**src/cpu_pkg.sv**
```systemverilog
package cpu_pkg;

    localparam int xlen      = 32;
    localparam int mem_words = 256;   // memory image size, in words

    typedef logic [xlen-1:0] word_t;
    typedef logic [31:0]     addr_t;
    typedef logic [31:0]     inst_t;
    typedef logic [4:0]      reg_addr_t;

    localparam addr_t reset_pc = 32'h0000_0000;

    // major opcodes of the supported rv32i subset
    typedef enum logic [6:0] {
        op_reg    = 7'b0110011,
        op_imm    = 7'b0010011,
        op_lui    = 7'b0110111,
        op_load   = 7'b0000011,
        op_store  = 7'b0100011,
        op_branch = 7'b1100011,
        op_jal    = 7'b1101111
    } opcode_e;

    typedef enum logic [2:0] {
        alu_add,
        alu_sub,
        alu_and,
        alu_or,
        alu_xor,
        alu_slt,
        alu_pass_b,   // lui
        alu_link      // jal return address
    } alu_op_e;

    typedef enum logic [1:0] {
        lsu_none,
        lsu_load,
        lsu_store
    } lsu_op_e;

    typedef enum logic [1:0] {
        br_none,
        br_beq,
        br_bne,
        br_jal
    } br_op_e;

endpackage

```
**src/core_top.sv**
```systemverilog
`timescale 1ns/10ps
module core_top import cpu_pkg::*; (
    input  logic      clk,
    input  logic      rst,
    input  logic      mem_ack,
    input  word_t     mem_rdata,
    output logic      mem_req,
    output logic      mem_we,
    output addr_t     mem_addr,
    output word_t     mem_wdata,
    output logic      retire_valid,
    output addr_t     retire_pc,
    output reg_addr_t retire_rd,
    output word_t     retire_data
);
    logic      if_valid, if_ready, im_req, im_ack, redirect, flush;
    inst_t     if_inst;
    addr_t     if_pc, im_addr, redirect_pc;
    word_t     im_rdata;
    logic      id_valid, id_ready, hazard, id_rw_en;
    inst_t     id_inst;
    addr_t     id_pc;
    word_t     id_oprand1, id_oprand2, id_lsu_data;
    alu_op_e   id_alu_op;
    lsu_op_e   id_lsu_op;
    br_op_e    id_br_op;
    reg_addr_t id_rw_addr;
    logic      ex_valid, ns_ready, ex_rw_en;
    inst_t     ex_inst;
    addr_t     ex_pc;
    word_t     ex_oprand1, ex_oprand2, ex_lsu_data;
    alu_op_e   ex_alu_op;
    lsu_op_e   ex_lsu_op;
    br_op_e    ex_br_op;
    reg_addr_t ex_rw_addr;
    logic      lsu_start, lsu_we, lsu_done, dm_req, dm_we, dm_ack;
    addr_t     lsu_addr, dm_addr;
    word_t     lsu_wdata, lsu_rdata, dm_wdata, dm_rdata;

    fetch_unit u_fetch (
        .clk(clk), .rst(rst), .if_ready(if_ready), .redirect(redirect),
        .redirect_pc(redirect_pc), .ack(im_ack), .rdata(im_rdata), .req(im_req),
        .addr(im_addr), .if_valid(if_valid), .if_inst(if_inst), .if_pc(if_pc)
    );

    // retire port doubles as the write-back path
    decode_stage u_decode (
        .clk(clk), .rst(rst), .if_valid(if_valid), .if_inst(if_inst), .if_pc(if_pc),
        .id_ready(id_ready), .wb_en(retire_valid), .wb_addr(retire_rd),
        .wb_data(retire_data), .flush(flush), .if_ready(if_ready), .id_valid(id_valid),
        .hazard(hazard), .inst(id_inst), .pc(id_pc), .oprand1(id_oprand1),
        .oprand2(id_oprand2), .lsu_data(id_lsu_data), .alu_op(id_alu_op),
        .lsu_op(id_lsu_op), .br_op(id_br_op), .rw_addr(id_rw_addr), .rw_en(id_rw_en)
    );

    id_ex u_id_ex (
        .clk(clk), .rst(rst), .ls_valid(id_valid), .ns_ready(ns_ready), .stall(hazard),
        .flush(flush), .id_inst(id_inst), .id_pc(id_pc), .id_oprand1(id_oprand1),
        .id_oprand2(id_oprand2), .id_lsu_data(id_lsu_data), .id_alu_op(id_alu_op),
        .id_lsu_op(id_lsu_op), .id_br_op(id_br_op), .id_rw_addr(id_rw_addr),
        .id_rw_en(id_rw_en), .ts_valid(ex_valid), .ts_ready(id_ready), .ex_inst(ex_inst),
        .ex_pc(ex_pc), .ex_oprand1(ex_oprand1), .ex_oprand2(ex_oprand2),
        .ex_lsu_data(ex_lsu_data), .ex_alu_op(ex_alu_op), .ex_lsu_op(ex_lsu_op),
        .ex_br_op(ex_br_op), .ex_rw_addr(ex_rw_addr), .ex_rw_en(ex_rw_en)
    );

    ex_stage u_ex (
        .clk(clk), .rst(rst), .ex_valid(ex_valid), .inst(ex_inst), .pc(ex_pc),
        .oprand1(ex_oprand1), .oprand2(ex_oprand2), .lsu_data(ex_lsu_data),
        .alu_op(ex_alu_op), .lsu_op(ex_lsu_op), .br_op(ex_br_op), .rw_addr(ex_rw_addr),
        .rw_en(ex_rw_en), .lsu_done(lsu_done), .lsu_rdata(lsu_rdata), .ns_ready(ns_ready),
        .redirect(redirect), .redirect_pc(redirect_pc), .flush(flush),
        .lsu_start(lsu_start), .lsu_we(lsu_we), .lsu_addr(lsu_addr), .lsu_wdata(lsu_wdata),
        .wb_en(retire_valid), .wb_addr(retire_rd), .wb_data(retire_data),
        .retire_pc(retire_pc)
    );

    lsu u_lsu (
        .clk(clk), .rst(rst), .lsu_start(lsu_start), .lsu_we(lsu_we), .lsu_addr(lsu_addr),
        .lsu_wdata(lsu_wdata), .ack(dm_ack), .rdata(dm_rdata), .req(dm_req), .we(dm_we),
        .addr(dm_addr), .wdata(dm_wdata), .lsu_done(lsu_done), .lsu_rdata(lsu_rdata)
    );

    mem_arbiter u_arb (
        .clk(clk), .rst(rst), .dm_req(dm_req), .dm_we(dm_we), .dm_addr(dm_addr),
        .dm_wdata(dm_wdata), .dm_ack(dm_ack), .dm_rdata(dm_rdata), .im_req(im_req),
        .im_addr(im_addr), .im_ack(im_ack), .im_rdata(im_rdata), .mem_ack(mem_ack),
        .mem_rdata(mem_rdata), .mem_req(mem_req), .mem_we(mem_we), .mem_addr(mem_addr),
        .mem_wdata(mem_wdata)
    );

endmodule

```
**src/decode_stage.sv**
```systemverilog
`timescale 1ns/10ps
module decode_stage import cpu_pkg::*; (
    input  logic      clk,
    input  logic      rst,
    input  logic      if_valid,
    input  inst_t     if_inst,
    input  addr_t     if_pc,
    input  logic      id_ready,
    input  logic      wb_en,
    input  reg_addr_t wb_addr,
    input  word_t     wb_data,
    input  logic      flush,
    output logic      if_ready,
    output logic      id_valid,
    output logic      hazard,
    output inst_t     inst,
    output addr_t     pc,
    output word_t     oprand1,
    output word_t     oprand2,
    output word_t     lsu_data,
    output alu_op_e   alu_op,
    output lsu_op_e   lsu_op,
    output br_op_e    br_op,
    output reg_addr_t rw_addr,
    output logic      rw_en
);
    word_t       rf [32];
    logic [31:0] pending;   // write outstanding, per register
    opcode_e     opcode;
    reg_addr_t   rs1, rs2, rd;
    word_t       rs1_val, rs2_val, imm_i, imm_s, imm_u;
    logic        writes, use_rs1, use_rs2;

    assign opcode  = opcode_e'(if_inst[6:0]);
    assign rs1     = if_inst[19:15];
    assign rs2     = if_inst[24:20];
    assign rd      = if_inst[11:7];
    assign rs1_val = (rs1 == '0) ? '0 : rf[rs1];
    assign rs2_val = (rs2 == '0) ? '0 : rf[rs2];
    assign imm_i   = {{20{if_inst[31]}}, if_inst[31:20]};
    assign imm_s   = {{20{if_inst[31]}}, if_inst[31:25], if_inst[11:7]};
    assign imm_u   = {if_inst[31:12], 12'h000};

    always_comb begin
        alu_op   = alu_add;
        lsu_op   = lsu_none;
        br_op    = br_none;
        oprand1  = rs1_val;
        oprand2  = rs2_val;
        lsu_data = rs2_val;
        writes   = 1'b0;
        use_rs1  = 1'b0;
        use_rs2  = 1'b0;
        case (opcode)
            op_reg: begin
                writes  = 1'b1;
                use_rs1 = 1'b1;
                use_rs2 = 1'b1;
                case (if_inst[14:12])
                    3'b000:  alu_op = if_inst[30] ? alu_sub : alu_add;
                    3'b010:  alu_op = alu_slt;
                    3'b100:  alu_op = alu_xor;
                    3'b110:  alu_op = alu_or;
                    3'b111:  alu_op = alu_and;
                    default: alu_op = alu_add;
                endcase
            end
            op_imm: begin   // addi only
                writes  = 1'b1;
                use_rs1 = 1'b1;
                oprand2 = imm_i;
            end
            op_lui: begin
                writes  = 1'b1;
                alu_op  = alu_pass_b;
                oprand2 = imm_u;
            end
            op_load: begin
                writes  = 1'b1;
                use_rs1 = 1'b1;
                lsu_op  = lsu_load;
                oprand2 = imm_i;
            end
            op_store: begin
                use_rs1 = 1'b1;
                use_rs2 = 1'b1;
                lsu_op  = lsu_store;
                oprand2 = imm_s;
            end
            op_branch: begin
                use_rs1 = 1'b1;
                use_rs2 = 1'b1;
                br_op   = if_inst[12] ? br_bne : br_beq;
            end
            op_jal: begin
                writes = 1'b1;
                alu_op = alu_link;
                br_op  = br_jal;
            end
            default: ;   // unsupported, flows through as a nop
        endcase
    end

    assign inst     = if_inst;
    assign pc       = if_pc;
    assign rw_addr  = rd;
    assign rw_en    = writes && (rd != '0);
    // waw included so an older write cannot clear a younger pending bit
    assign hazard   = if_valid && ((use_rs1 && pending[rs1]) || (use_rs2 && pending[rs2])
                      || (writes && pending[rd]));
    assign id_valid = if_valid && !hazard;
    assign if_ready = id_ready && !hazard;

    always_ff @(posedge clk) begin
        if (rst) begin
            pending <= '0;
        end else begin
            if (wb_en)
                pending[wb_addr] <= 1'b0;
            if (if_valid && if_ready && !flush && rw_en)
                pending[rd] <= 1'b1;   // set wins over a same-cycle clear
        end
    end

    always_ff @(posedge clk) begin
        if (wb_en)
            rf[wb_addr] <= wb_data;
    end

endmodule

```
**src/ex_stage.sv**
```systemverilog
`timescale 1ns/10ps
module ex_stage import cpu_pkg::*; (
    input  logic      clk,
    input  logic      rst,
    input  logic      ex_valid,
    input  inst_t     inst,
    input  addr_t     pc,
    input  word_t     oprand1,
    input  word_t     oprand2,
    input  word_t     lsu_data,
    input  alu_op_e   alu_op,
    input  lsu_op_e   lsu_op,
    input  br_op_e    br_op,
    input  reg_addr_t rw_addr,
    input  logic      rw_en,
    input  logic      lsu_done,
    input  word_t     lsu_rdata,
    output logic      ns_ready,
    output logic      redirect,
    output addr_t     redirect_pc,
    output logic      flush,
    output logic      lsu_start,
    output logic      lsu_we,
    output addr_t     lsu_addr,
    output word_t     lsu_wdata,
    output logic      wb_en,
    output reg_addr_t wb_addr,
    output word_t     wb_data,
    output addr_t     retire_pc
);
    word_t alu_result;
    addr_t imm_b, imm_j;
    logic  taken, is_mem, mem_busy;

    assign imm_b = {{20{inst[31]}}, inst[7], inst[30:25], inst[11:8], 1'b0};
    assign imm_j = {{12{inst[31]}}, inst[19:12], inst[20], inst[30:21], 1'b0};

    always_comb begin
        case (alu_op)
            alu_add:    alu_result = oprand1 + oprand2;
            alu_sub:    alu_result = oprand1 - oprand2;
            alu_and:    alu_result = oprand1 & oprand2;
            alu_or:     alu_result = oprand1 | oprand2;
            alu_xor:    alu_result = oprand1 ^ oprand2;
            alu_slt:    alu_result = {{(xlen-1){1'b0}}, $signed(oprand1) < $signed(oprand2)};
            alu_pass_b: alu_result = oprand2;
            alu_link:   alu_result = pc + 32'd4;
        endcase
    end

    always_comb begin
        taken       = 1'b0;
        redirect_pc = pc + imm_b;
        case (br_op)
            br_beq: taken = (oprand1 == oprand2);
            br_bne: taken = (oprand1 != oprand2);
            br_jal: begin
                taken       = 1'b1;
                redirect_pc = pc + imm_j;
            end
            default: ;
        endcase
    end

    assign redirect  = ex_valid && taken;
    assign flush     = redirect;   // kills the word id_ex would take next
    assign is_mem    = ex_valid && (lsu_op != lsu_none);
    assign ns_ready  = !is_mem || lsu_done;
    assign lsu_start = is_mem && !mem_busy;
    assign lsu_we    = (lsu_op == lsu_store);
    assign lsu_addr  = alu_result;
    assign lsu_wdata = lsu_data;

    always_ff @(posedge clk) begin
        if (rst) begin
            mem_busy <= 1'b0;
            wb_en    <= 1'b0;
        end else begin
            if (lsu_start)
                mem_busy <= 1'b1;
            else if (lsu_done)
                mem_busy <= 1'b0;
            wb_en <= ex_valid && ns_ready && rw_en;
        end
    end

    always_ff @(posedge clk) begin
        if (ex_valid && ns_ready) begin
            wb_addr   <= rw_addr;
            wb_data   <= (lsu_op == lsu_load) ? lsu_rdata : alu_result;
            retire_pc <= pc;
        end
    end

endmodule

```
**src/fetch_unit.sv**
```systemverilog
`timescale 1ns/10ps
module fetch_unit import cpu_pkg::*; (
    input  logic  clk,
    input  logic  rst,
    input  logic  if_ready,
    input  logic  redirect,
    input  addr_t redirect_pc,
    input  logic  ack,
    input  word_t rdata,
    output logic  req,
    output addr_t addr,
    output logic  if_valid,
    output inst_t if_inst,
    output addr_t if_pc
);
    typedef enum logic [1:0] {f_idle, f_req, f_ack_low, f_hold} state_e;

    state_e state;
    addr_t  pc;
    logic   drop;   // word in flight is on the wrong path

    always_ff @(posedge clk) begin
        if (rst) begin
            state <= f_idle;
            pc    <= reset_pc;
            drop  <= 1'b0;
        end else begin
            case (state)
                f_idle: state <= f_req;
                f_req: if (ack) state <= f_ack_low;
                f_ack_low: if (!ack) begin
                    state <= drop ? f_idle : f_hold;
                    drop  <= 1'b0;
                end
                f_hold: if (if_ready) begin
                    pc    <= pc + 32'd4;
                    state <= f_idle;
                end
            endcase
            if (redirect) begin
                pc <= redirect_pc;
                if (state == f_req || (state == f_ack_low && ack))
                    drop <= 1'b1;   // handshake must close before refetch
                else
                    state <= f_idle;
            end
        end
    end

    always_ff @(posedge clk) begin
        if (state == f_idle)
            addr <= pc;   // held for the whole handshake
        if (state == f_req && ack)
            if_inst <= rdata;
    end

    assign req      = (state == f_req);
    assign if_valid = (state == f_hold);
    assign if_pc    = pc;

endmodule

```
**src/id_ex.sv**
```systemverilog
`timescale 1ns/10ps
module id_ex import cpu_pkg::*; (
    input  logic      clk,
    input  logic      rst,
    input  logic      ls_valid,   // last stage valid
    input  logic      ns_ready,   // next stage ready
    input  logic      stall,
    input  logic      flush,
    input  inst_t     id_inst,
    input  addr_t     id_pc,
    input  word_t     id_oprand1,
    input  word_t     id_oprand2,
    input  word_t     id_lsu_data,
    input  alu_op_e   id_alu_op,
    input  lsu_op_e   id_lsu_op,
    input  br_op_e    id_br_op,
    input  reg_addr_t id_rw_addr,
    input  logic      id_rw_en,
    output logic      ts_valid,
    output logic      ts_ready,
    output inst_t     ex_inst,
    output addr_t     ex_pc,
    output word_t     ex_oprand1,
    output word_t     ex_oprand2,
    output word_t     ex_lsu_data,
    output alu_op_e   ex_alu_op,
    output lsu_op_e   ex_lsu_op,
    output br_op_e    ex_br_op,
    output reg_addr_t ex_rw_addr,
    output logic      ex_rw_en
);
    logic load;

    assign ts_ready = ns_ready;
    assign load     = ls_valid && ns_ready && !stall;

    always_ff @(posedge clk) begin
        if (rst || flush)
            ts_valid <= 1'b0;
        else if (load)
            ts_valid <= 1'b1;
        else if (ns_ready)
            ts_valid <= 1'b0;   // consumed, nothing new behind it
    end

    always_ff @(posedge clk) begin
        if (load) begin
            ex_inst     <= id_inst;
            ex_pc       <= id_pc;
            ex_oprand1  <= id_oprand1;
            ex_oprand2  <= id_oprand2;
            ex_lsu_data <= id_lsu_data;
            ex_alu_op   <= id_alu_op;
            ex_lsu_op   <= id_lsu_op;
            ex_br_op    <= id_br_op;
            ex_rw_addr  <= id_rw_addr;
            ex_rw_en    <= id_rw_en;
        end
    end

endmodule

```
**src/lsu.sv**
```systemverilog
`timescale 1ns/10ps
module lsu import cpu_pkg::*; (
    input  logic  clk,
    input  logic  rst,
    input  logic  lsu_start,
    input  logic  lsu_we,
    input  addr_t lsu_addr,
    input  word_t lsu_wdata,
    input  logic  ack,
    input  word_t rdata,
    output logic  req,
    output logic  we,
    output addr_t addr,
    output word_t wdata,
    output logic  lsu_done,
    output word_t lsu_rdata
);
    typedef enum logic [1:0] {s_idle, s_req, s_ack_low} state_e;

    state_e state;

    always_ff @(posedge clk) begin
        if (rst) begin
            state    <= s_idle;
            lsu_done <= 1'b0;
        end else begin
            lsu_done <= 1'b0;
            case (state)
                s_idle: if (lsu_start) state <= s_req;
                s_req: if (ack) state <= s_ack_low;
                s_ack_low: if (!ack) begin
                    state    <= s_idle;
                    lsu_done <= 1'b1;   // one cycle pulse
                end
                default: state <= s_idle;
            endcase
        end
    end

    always_ff @(posedge clk) begin
        if (state == s_idle && lsu_start) begin
            we    <= lsu_we;
            addr  <= lsu_addr;
            wdata <= lsu_wdata;
        end
        if (state == s_req && ack)
            lsu_rdata <= rdata;
    end

    assign req = (state == s_req);

endmodule

```
**src/mem_arbiter.sv**
```systemverilog
`timescale 1ns/10ps
module mem_arbiter import cpu_pkg::*; (
    input  logic  clk,
    input  logic  rst,
    input  logic  dm_req,   // load/store unit
    input  logic  dm_we,
    input  addr_t dm_addr,
    input  word_t dm_wdata,
    output logic  dm_ack,
    output word_t dm_rdata,
    input  logic  im_req,   // fetch
    input  addr_t im_addr,
    output logic  im_ack,
    output word_t im_rdata,
    input  logic  mem_ack,
    input  word_t mem_rdata,
    output logic  mem_req,
    output logic  mem_we,
    output addr_t mem_addr,
    output word_t mem_wdata
);
    typedef enum logic [1:0] {own_none, own_data, own_inst} owner_e;

    owner_e owner;

    // released only once req and ack are both low again
    always_ff @(posedge clk) begin
        if (rst) begin
            owner <= own_none;
        end else begin
            case (owner)
                own_none: begin
                    if (dm_req)
                        owner <= own_data;   // data side first
                    else if (im_req)
                        owner <= own_inst;
                end
                own_data: if (!dm_req && !mem_ack) owner <= own_none;
                own_inst: if (!im_req && !mem_ack) owner <= own_none;
                default:  owner <= own_none;
            endcase
        end
    end

    assign mem_req   = (owner == own_data && dm_req) || (owner == own_inst && im_req);
    assign mem_we    = (owner == own_data) && dm_we;
    assign mem_addr  = (owner == own_inst) ? im_addr : dm_addr;
    assign mem_wdata = dm_wdata;
    assign dm_ack    = (owner == own_data) && mem_ack;
    assign im_ack    = (owner == own_inst) && mem_ack;
    assign dm_rdata  = mem_rdata;
    assign im_rdata  = mem_rdata;

endmodule

```
**config.mk**
```make
export PLATFORM = sky130hd
export DESIGN_NAME = core_top
export DESIGN_NICKNAME = d
export VERILOG_FILES = /design/src/cpu_pkg.sv /design/src/core_top.sv /design/src/decode_stage.sv /design/src/ex_stage.sv /design/src/fetch_unit.sv /design/src/id_ex.sv /design/src/lsu.sv /design/src/mem_arbiter.sv
export SDC_FILE = /design/constraint.sdc
export NUM_CORES = 2
export LEC_CHECK = 0
export BUFFER_PORTS_ARGS = -buffer_cell sky130_fd_sc_hd__buf_4
export CAP_MARGIN = 20
export CORE_MARGIN = 10
export CORE_UTILIZATION = 49
export DETAILED_ROUTE_END_ITERATION = 8
export PLACE_DENSITY = 0.76
export SLEW_MARGIN = 10
export SYNTH_ARGS = -nofsm -noshare
export SYNTH_HDL_FRONTEND = slang
export SYNTH_SLANG_ARGS = --single-unit
export TNS_END_PERCENT = 10
```
**constraint.sdc**
```tcl
create_clock -name clk -period 10.6 [get_ports clk]
set_clock_uncertainty 0.05 [all_clocks]
set_input_delay 0.53 -clock clk [delete_from_list [all_inputs] [get_ports clk]]
set_output_delay 0.53 -clock clk [all_outputs]
set_load 0.01 [all_outputs]
```
======== After elaboration in Yosys (flattened, before gate mapping) ========
Memories as Yosys holds them, arrays and structs flattened. A register that Yosys moved wholly into a read port is not among the register bits.
Cells that the tools add are included.
word-level totals
  register bits after elaboration ......... 446
  bits in writable memories ............... 1024
  output and inout bits ................... 136
  word-level logic and storage cells ...... 211
  memories kept ........................... 1
cells by class
  add/subtract/negate cells ............... 6
  magnitude comparators ................... 7
  equality and inequality tests ........... 38
  multiplexer cells ....................... 60
  bitwise logic cells ..................... 7
  reduce and logical (&&, ||, !) cells .... 64
memory list
  name         words  width  rd ports  clocked after Yosys merged registers in  write ports  line                RTL
  u_decode.rf  32     32     2         2                                        1            decode_stage.sv:27  word_t rf [32];
operator list
  cell                                                 number
  2-to-1 mux 32 bit                                    10
  one-hot mux 32 bit (8 select lines)                  1
  adder 32 bit                                         3
  one-hot mux 32 bit (3 select lines)                  1
  adder 32 x 3 -> 32 bit (second input constant)       2
  bitwise AND 32 bit                                   2
  OR 32 bit                                            2
  == test 32 bit                                       1
  < comparator 32 bit                                  1
  != test 32 bit                                       1
  inverter 32 bit                                      1
  subtractor 32 bit                                    1
  XOR 32 bit                                           1
  logical AND 1 bit                                    30
  2-to-1 mux 2 bit                                     14
  < comparator 5 x 6 -> 1 bit (second input constant)  4
  == test 3 bit (second input constant)                7
  == test 7 x 6 -> 1 bit (second input constant)       3
  2-to-1 mux 1 bit                                     20
  binary-select mux 1 bit (select 5 bit)               3
  one-hot mux 3 bit (5 select lines)                   1
  == test 2 bit (second input constant)                7
  == test 7 bit (second input constant)                2
  one-hot mux 2 bit (3 select lines)                   2
  28 further kinds                                     62

======== Depth between registers and ports, before layout ========
  depth in word-level cells ............... 13
  gate-level depth with buffers ........... 15

======== By module ========
From an unflattened synthesis, not the netlist that was laid out.
unflattened totals
  cell total of the unflattened synthesis .. 4622
  area, all modules ....................... 75073.3 µm²
by module, submodules not included
  module        instances  cells an instance  area an instance (µm²)
  decode_stage  1          2516               50651.1
  ex_stage      1          1353               10782.8
  id_ex         1          179                5252.5
  fetch_unit    1          318                3956.3
  lsu           1          109                3047.9
  mem_arbiter   1          147                1382.6

======== Worst setup path after synthesis ========
No wires, ideal clock.
  path type ............................... flip-flop to flip-flop
  from .................................... register u_lsu.state[0]
  to ...................................... register u_lsu.addr[0] (enable)
  library setup time ...................... 0.652 ns
  data arrival time ....................... 6.726 ns
  data required time ...................... 9.898 ns
  slack ................................... 3.172 ns
  stages on the path, launching flop included .. 2
  buffers on the path ..................... 0
  cells stage by stage .................... dfxtp_1 > nor4_1
on the way
  word-level cells in the longest chain between the ends .. 2
ends and longest elaborated chain
  element                 line       RTL
  start, declared         lsu.sv:20  state_e state;
  start signal, assigned  lsu.sv:24  state <= s_idle;
  start signal, assigned  lsu.sv:29  s_idle: if (lsu_start) state <= s_req;
  start signal, assigned  lsu.sv:30  s_req: if (ack) state <= s_ack_low;
  zero test 2 bit         lsu.sv:41  if (state == s_idle && lsu_start) begin
  logical AND 1 bit       lsu.sv:41
  end signal, assigned    lsu.sv:43  addr <= lsu_addr;
  end, declared           lsu.sv:13  output addr_t addr,
No other way between the ends.
A chain may end at the register's enable or synchronous reset.

======== Final worst setup path ========
  from .................................... register u_id_ex.ex_oprand1[26] (read register of u_decode.rf)
  to ...................................... register u_decode.pending[6]
on the way
  word-level cells in the longest chain between the ends .. 7
  elaborated cells on any way between the ends .. 8
ends and longest elaborated chain
  element                                                  line                            RTL
  start, declared                                          id_ex.sv:23                     output word_t ex_oprand1,
  != test 32 bit / == test 32 bit (equally long branches)  ex_stage.sv:56, ex_stage.sv:55
  one-hot mux 1 bit (3 select lines) *                     ex_stage.sv:54                  case (br_op)
  logical AND 1 bit *                                      ex_stage.sv:65                  assign redirect = ex_valid && taken;
  zero test 1 bit *                                        decode_stage.sv:120             if (if_valid && if_ready && !flush && rw_en)
  logical AND 1 bit * (2 in a row)                         decode_stage.sv:120
  2-to-1 mux 32 bit *                                      decode_stage.sv:120
  end signal, assigned                                     decode_stage.sv:116             pending <= '0;
  end signal, assigned by index                            decode_stage.sv:119             pending[wb_addr] <= 1'b0;
  end signal, assigned by index                            decode_stage.sv:121             pending[rd] <= 1'b1;
  end, declared                                            decode_stage.sv:28              logic [31:0] pending;
Mark *: on every way between the ends. The rest lies on a longest branch, timed or not.

==> metrics.json <==
{
  "floorplanning": {
    "fp-row-count": 140,
    "overall_die_width_um": 403,
    "die_h_um": 403,
    "design.portCount": 171,
    "initial_core_util_pct": 49.3,
    "core-area_mm2": 0.146,
    "die-area_mm2": 0.162
  },
  "clocking": {
    "tritoncts": "yes",
    "numCtsBuffers": 152,
    "cts_post_setup_buffers_inserted": 0,
    "h_tree_lvls": 4,
    "clk_path_buf_depth": 3,
    "clk_pin_slew_ps": 60,
    "cts.root.buffer_cell": "clkbuf_16",
    "clock_latency_late_sink_ps": 810,
    "cts_sinks": 1495
  },
  "critical_path": {
    "setup.worst_path.end_class": "flop",
    "timing.reg2reg.worst_path_depth": 12,
    "critical_path_class": "reg2reg",
    "worstSetupStartpointType": "flop",
    "cp.arrival_ps": 6420,
    "cp_max_fo": 20,
    "timing.critical_path.required_ps": 11250
  },
  "power": {
    "internal-power_mw": 9.87,
    "pwr_density_cell_mw_per_mm2": 156,
    "power_frac_comb_pct": 6.0,
    "netSwitchingFraction_pct": 22.4,
    "power.ir.vdd_worst_uv": 169,
    "pwr-share-seq_pct": 51.1,
    "totalPowerFinal_mw": 12.7,
    "leakage_nw": 26.9,
    "p_switching_mw": 2.86,
    "clkPwrFrac_pct": 42.9
  },
  "sta": {
    "finalHoldViolCount": 0,
    "worst-slew-pin-transition_ps": 1300,
    "min_period_over_period_pct": 54.5,
    "highest_clock_rate_mhz": 173,
    "setup_viol_count_final": 0,
    "hold-worst-slack_ps": 203,
    "fin_setup_tns_ps": 0,
    "slew_headroom_pct": 13.2,
    "clock_period_minus_final_worst_setup_slack_ps": 5770,
    "grt_setup_unrepaired": "no",
    "final_max_slew_viol_count": 0
  },
  "outcome": {
    "outcome": "complete, no violations"
  },
  "yosys": {
    "syn-instance-count": 4226,
    "postSynthNetCount": 4392,
    "yosysUniqueCellTypes": 80,
    "netlist_top_cells_count": "edfxtp_1 (1415), mux4_2 (663), nor2_1 (251), clkbuf_1 (183), inv_1 (159)",
    "synth_seq_cells": 1495,
    "synth.most_common_cell": "edfxtp_1",
    "syn_area_per_cell_um2": 17.0,
    "synth.yosys.seq_area_share_pct": 61.3,
    "post-synth-top-area-cell": "edfxtp_1",
    "synthesized_cell_area_mm2": 0.0719,
    "synthArstFlopShare_pct": 0,
    "netlist_top_cells_area": "edfxtp_1 (59%), mux4_2 (21%), dfxtp_1 (2.2%), ha_1 (2.2%), nor2_1 (1.3%)",
    "share_of_the_synthesized_area_in_the_top_cell_type_pct": 59.1,
    "ys_dominant_reg_cell": "edfxtp_1",
    "number_of_flops_mapped_to_enable_cells_by_yosys": 1415,
    "total_of_warnings_raised_by_yosys": 0
  },
  "routing": {
    "drt-wirelength-per-cell_um": 35.0,
    "detailedRoute.firstIterationViolations": 6369,
    "dr.pass1.iters": 6,
    "drt_wl_total_mm": 227,
    "drc_viols": 0,
    "detail_route.vias_per_cell": 6.94,
    "final_antenna_net_count": 0,
    "vias": 45000
  },
  "global_route": {
    "grt_first_pass_wirelength_mm": 324,
    "grt_pass1_vias": 44600,
    "track_usage_pct": 27.5,
    "global_route.overflow_total": 0,
    "initial_antenna_violation_count": 13,
    "grt_start_max_net_pins": 145
  },
  "final_layout": {
    "fin_area_mm2": 0.0814,
    "fin_cells": 6485,
    "design.final.nets": 4610,
    "antenna_diode_instance_count": 0,
    "area_growth_pct": 13.2,
    "final_layout_size_suffix_gt1_share_pct": 28.9
  },
  "hold_path": {
    "worst_hold_path.num_cells": 2,
    "worst_hold_path_type": "in2reg"
  },
  "placed_design": {
    "dp_cells": 6170,
    "detailed_place_hpwl_mm": 141,
    "port_buffers": 170,
    "place.gp.congestion": 0.982,
    "place_area_mm2": 0.0759
  },
  "job": {
    "drv_cap": 0
  }
}
-- logic make-up after synthesis --
kind of cell               after synthesis  share of synthesized area [%]
AOI/OAI and AO/OA                      591                           5.60
xor gates and xnor gates                93                           1.13
adders and majority gates              131                           2.31
buffers and inverters                  422                           2.23
DFF                                   1495                           61.3
muxes                                  817                           23.0
and+or+nand+nor                        677                           4.40
-- final cells by class --
cell class	count	area [um^2]
repair buffers	323	2660
fillers	10900	64400
inverters	163	612
clock buffers	183	4000
flip-flops and latches	1495	44100
clock inverters	95	1050
well taps	1917	2400
multi-input cells	2309	26500
-- registers in the layout, summed over array words and instances, names as in the netlist, 3 cells and up, named ones only --
name / count
u_fetch.addr: 32
u_decode.rf: 1024
u_id_ex.ex_pc: 32
u_lsu.addr: 32
u_ex.retire_pc: 32
u_id_ex.ex_inst: 21
u_id_ex.ex_lsu_data: 32
u_id_ex.ex_oprand2: 32
u_fetch.if_pc: 32
u_ex.wb_data: 32
u_lsu.wdata: 32
u_id_ex.ex_rw_addr: 4
u_id_ex.ex_alu_op: 3
u_ex.wb_addr: 5
u_fetch.if_inst: 32
u_id_ex.ex_oprand1: 32
u_decode.pending: 32
u_lsu.lsu_rdata: 32
-- through the flow --
step                      setup slack [ps]  util [%]
final                                 4830      55.8
after global placement                5180      52.1
after global routing                  4580      55.8
after detailed placement              5080      52.1
after floorplan                       3170         -
after CTS                             5070      55.8
-- cell usage in the layout, fill, tap and decap left out, types with 21 or more instances in the layout --
cell	netlist	final
a21oi_1	157	157
buf_4	2	279
and3_1	25	24
clkbuf_16	0	155
mux4_2	663	663
ha_1	128	128
o32ai_1	36	36
xnor2_1	52	52
mux2_2	62	62
clkinv_2	0	23
nor3_1	41	40
nand4_1	21	21
o22ai_1	40	40
a21o_1	42	42
xor2_1	41	41
inv_1	159	159
nor2_1	251	212
clkinv_1	2	23
nor2_4	0	35
edfxtp_1	1415	1415
nand2_1	151	151
nand2b_1	24	23
a211oi_1	23	23
nand3_1	64	64
dlygate4sd3_1	0	33
o21ai_0	87	87
clkbuf_1	183	26
dfxtp_1	80	75
mux2i_1	92	92
a221o_1	24	24
-- worst max-delay path, cell delays in order (launching register included) --
cell,delay [ps]
edfxtp_1,380
inv_1,60
ha_1,490
or4_1,720
or4_1,470
nor4_1,310
mux2i_1,380
nand2b_1,650
nand2_1,540
buf_4,370
a2111oi_2,550
nand3b_1,450
o32ai_1,260
-- power by group through the flow --
stage,clock network [mW],logic [mW],registers [mW]
3_5_place_dp,0,0.726,6.63
5_1_grt,5.75,0.797,6.50
3_3_place_gp,0,0.722,6.63
6_report,5.47,0.759,6.50
2_1_floorplan,0,0.470,6.61
4_1_cts,5.50,0.744,6.50
-- worst paths after layout --
check	from	to	slack, ps
worst max-delay path	u_id_ex.ex_oprand1[26]	u_decode.pending[6]	4830
worst min-delay path	rst	u_ex.mem_busy	200
worst max register to register	u_id_ex.ex_oprand1[26]	u_decode.pending[6]	4830
worst min register to register	u_id_ex.ex_lsu_data[7]	u_lsu.wdata[7]	370
-- repair_timing --
| action | 4_1_cts | 5_1_grt |
|---|---|---|
| endpoints found under the hold margin | 68 | 0 |
| setup endpoints to repair | 0 | 0 |
| resized for setup | 0 | 0 |
| hold buffers | 33 | 0 |
-- metal layers --
layer / wire length (um) / track usage, %
met1: 79400 / 35.4
met2: 107000 / 43.7
met3: 27800 / 7.00
met4: 12500 / 13.1
met5: 23 / 0
Note: power is estimated with default switching activity, not from simulation.
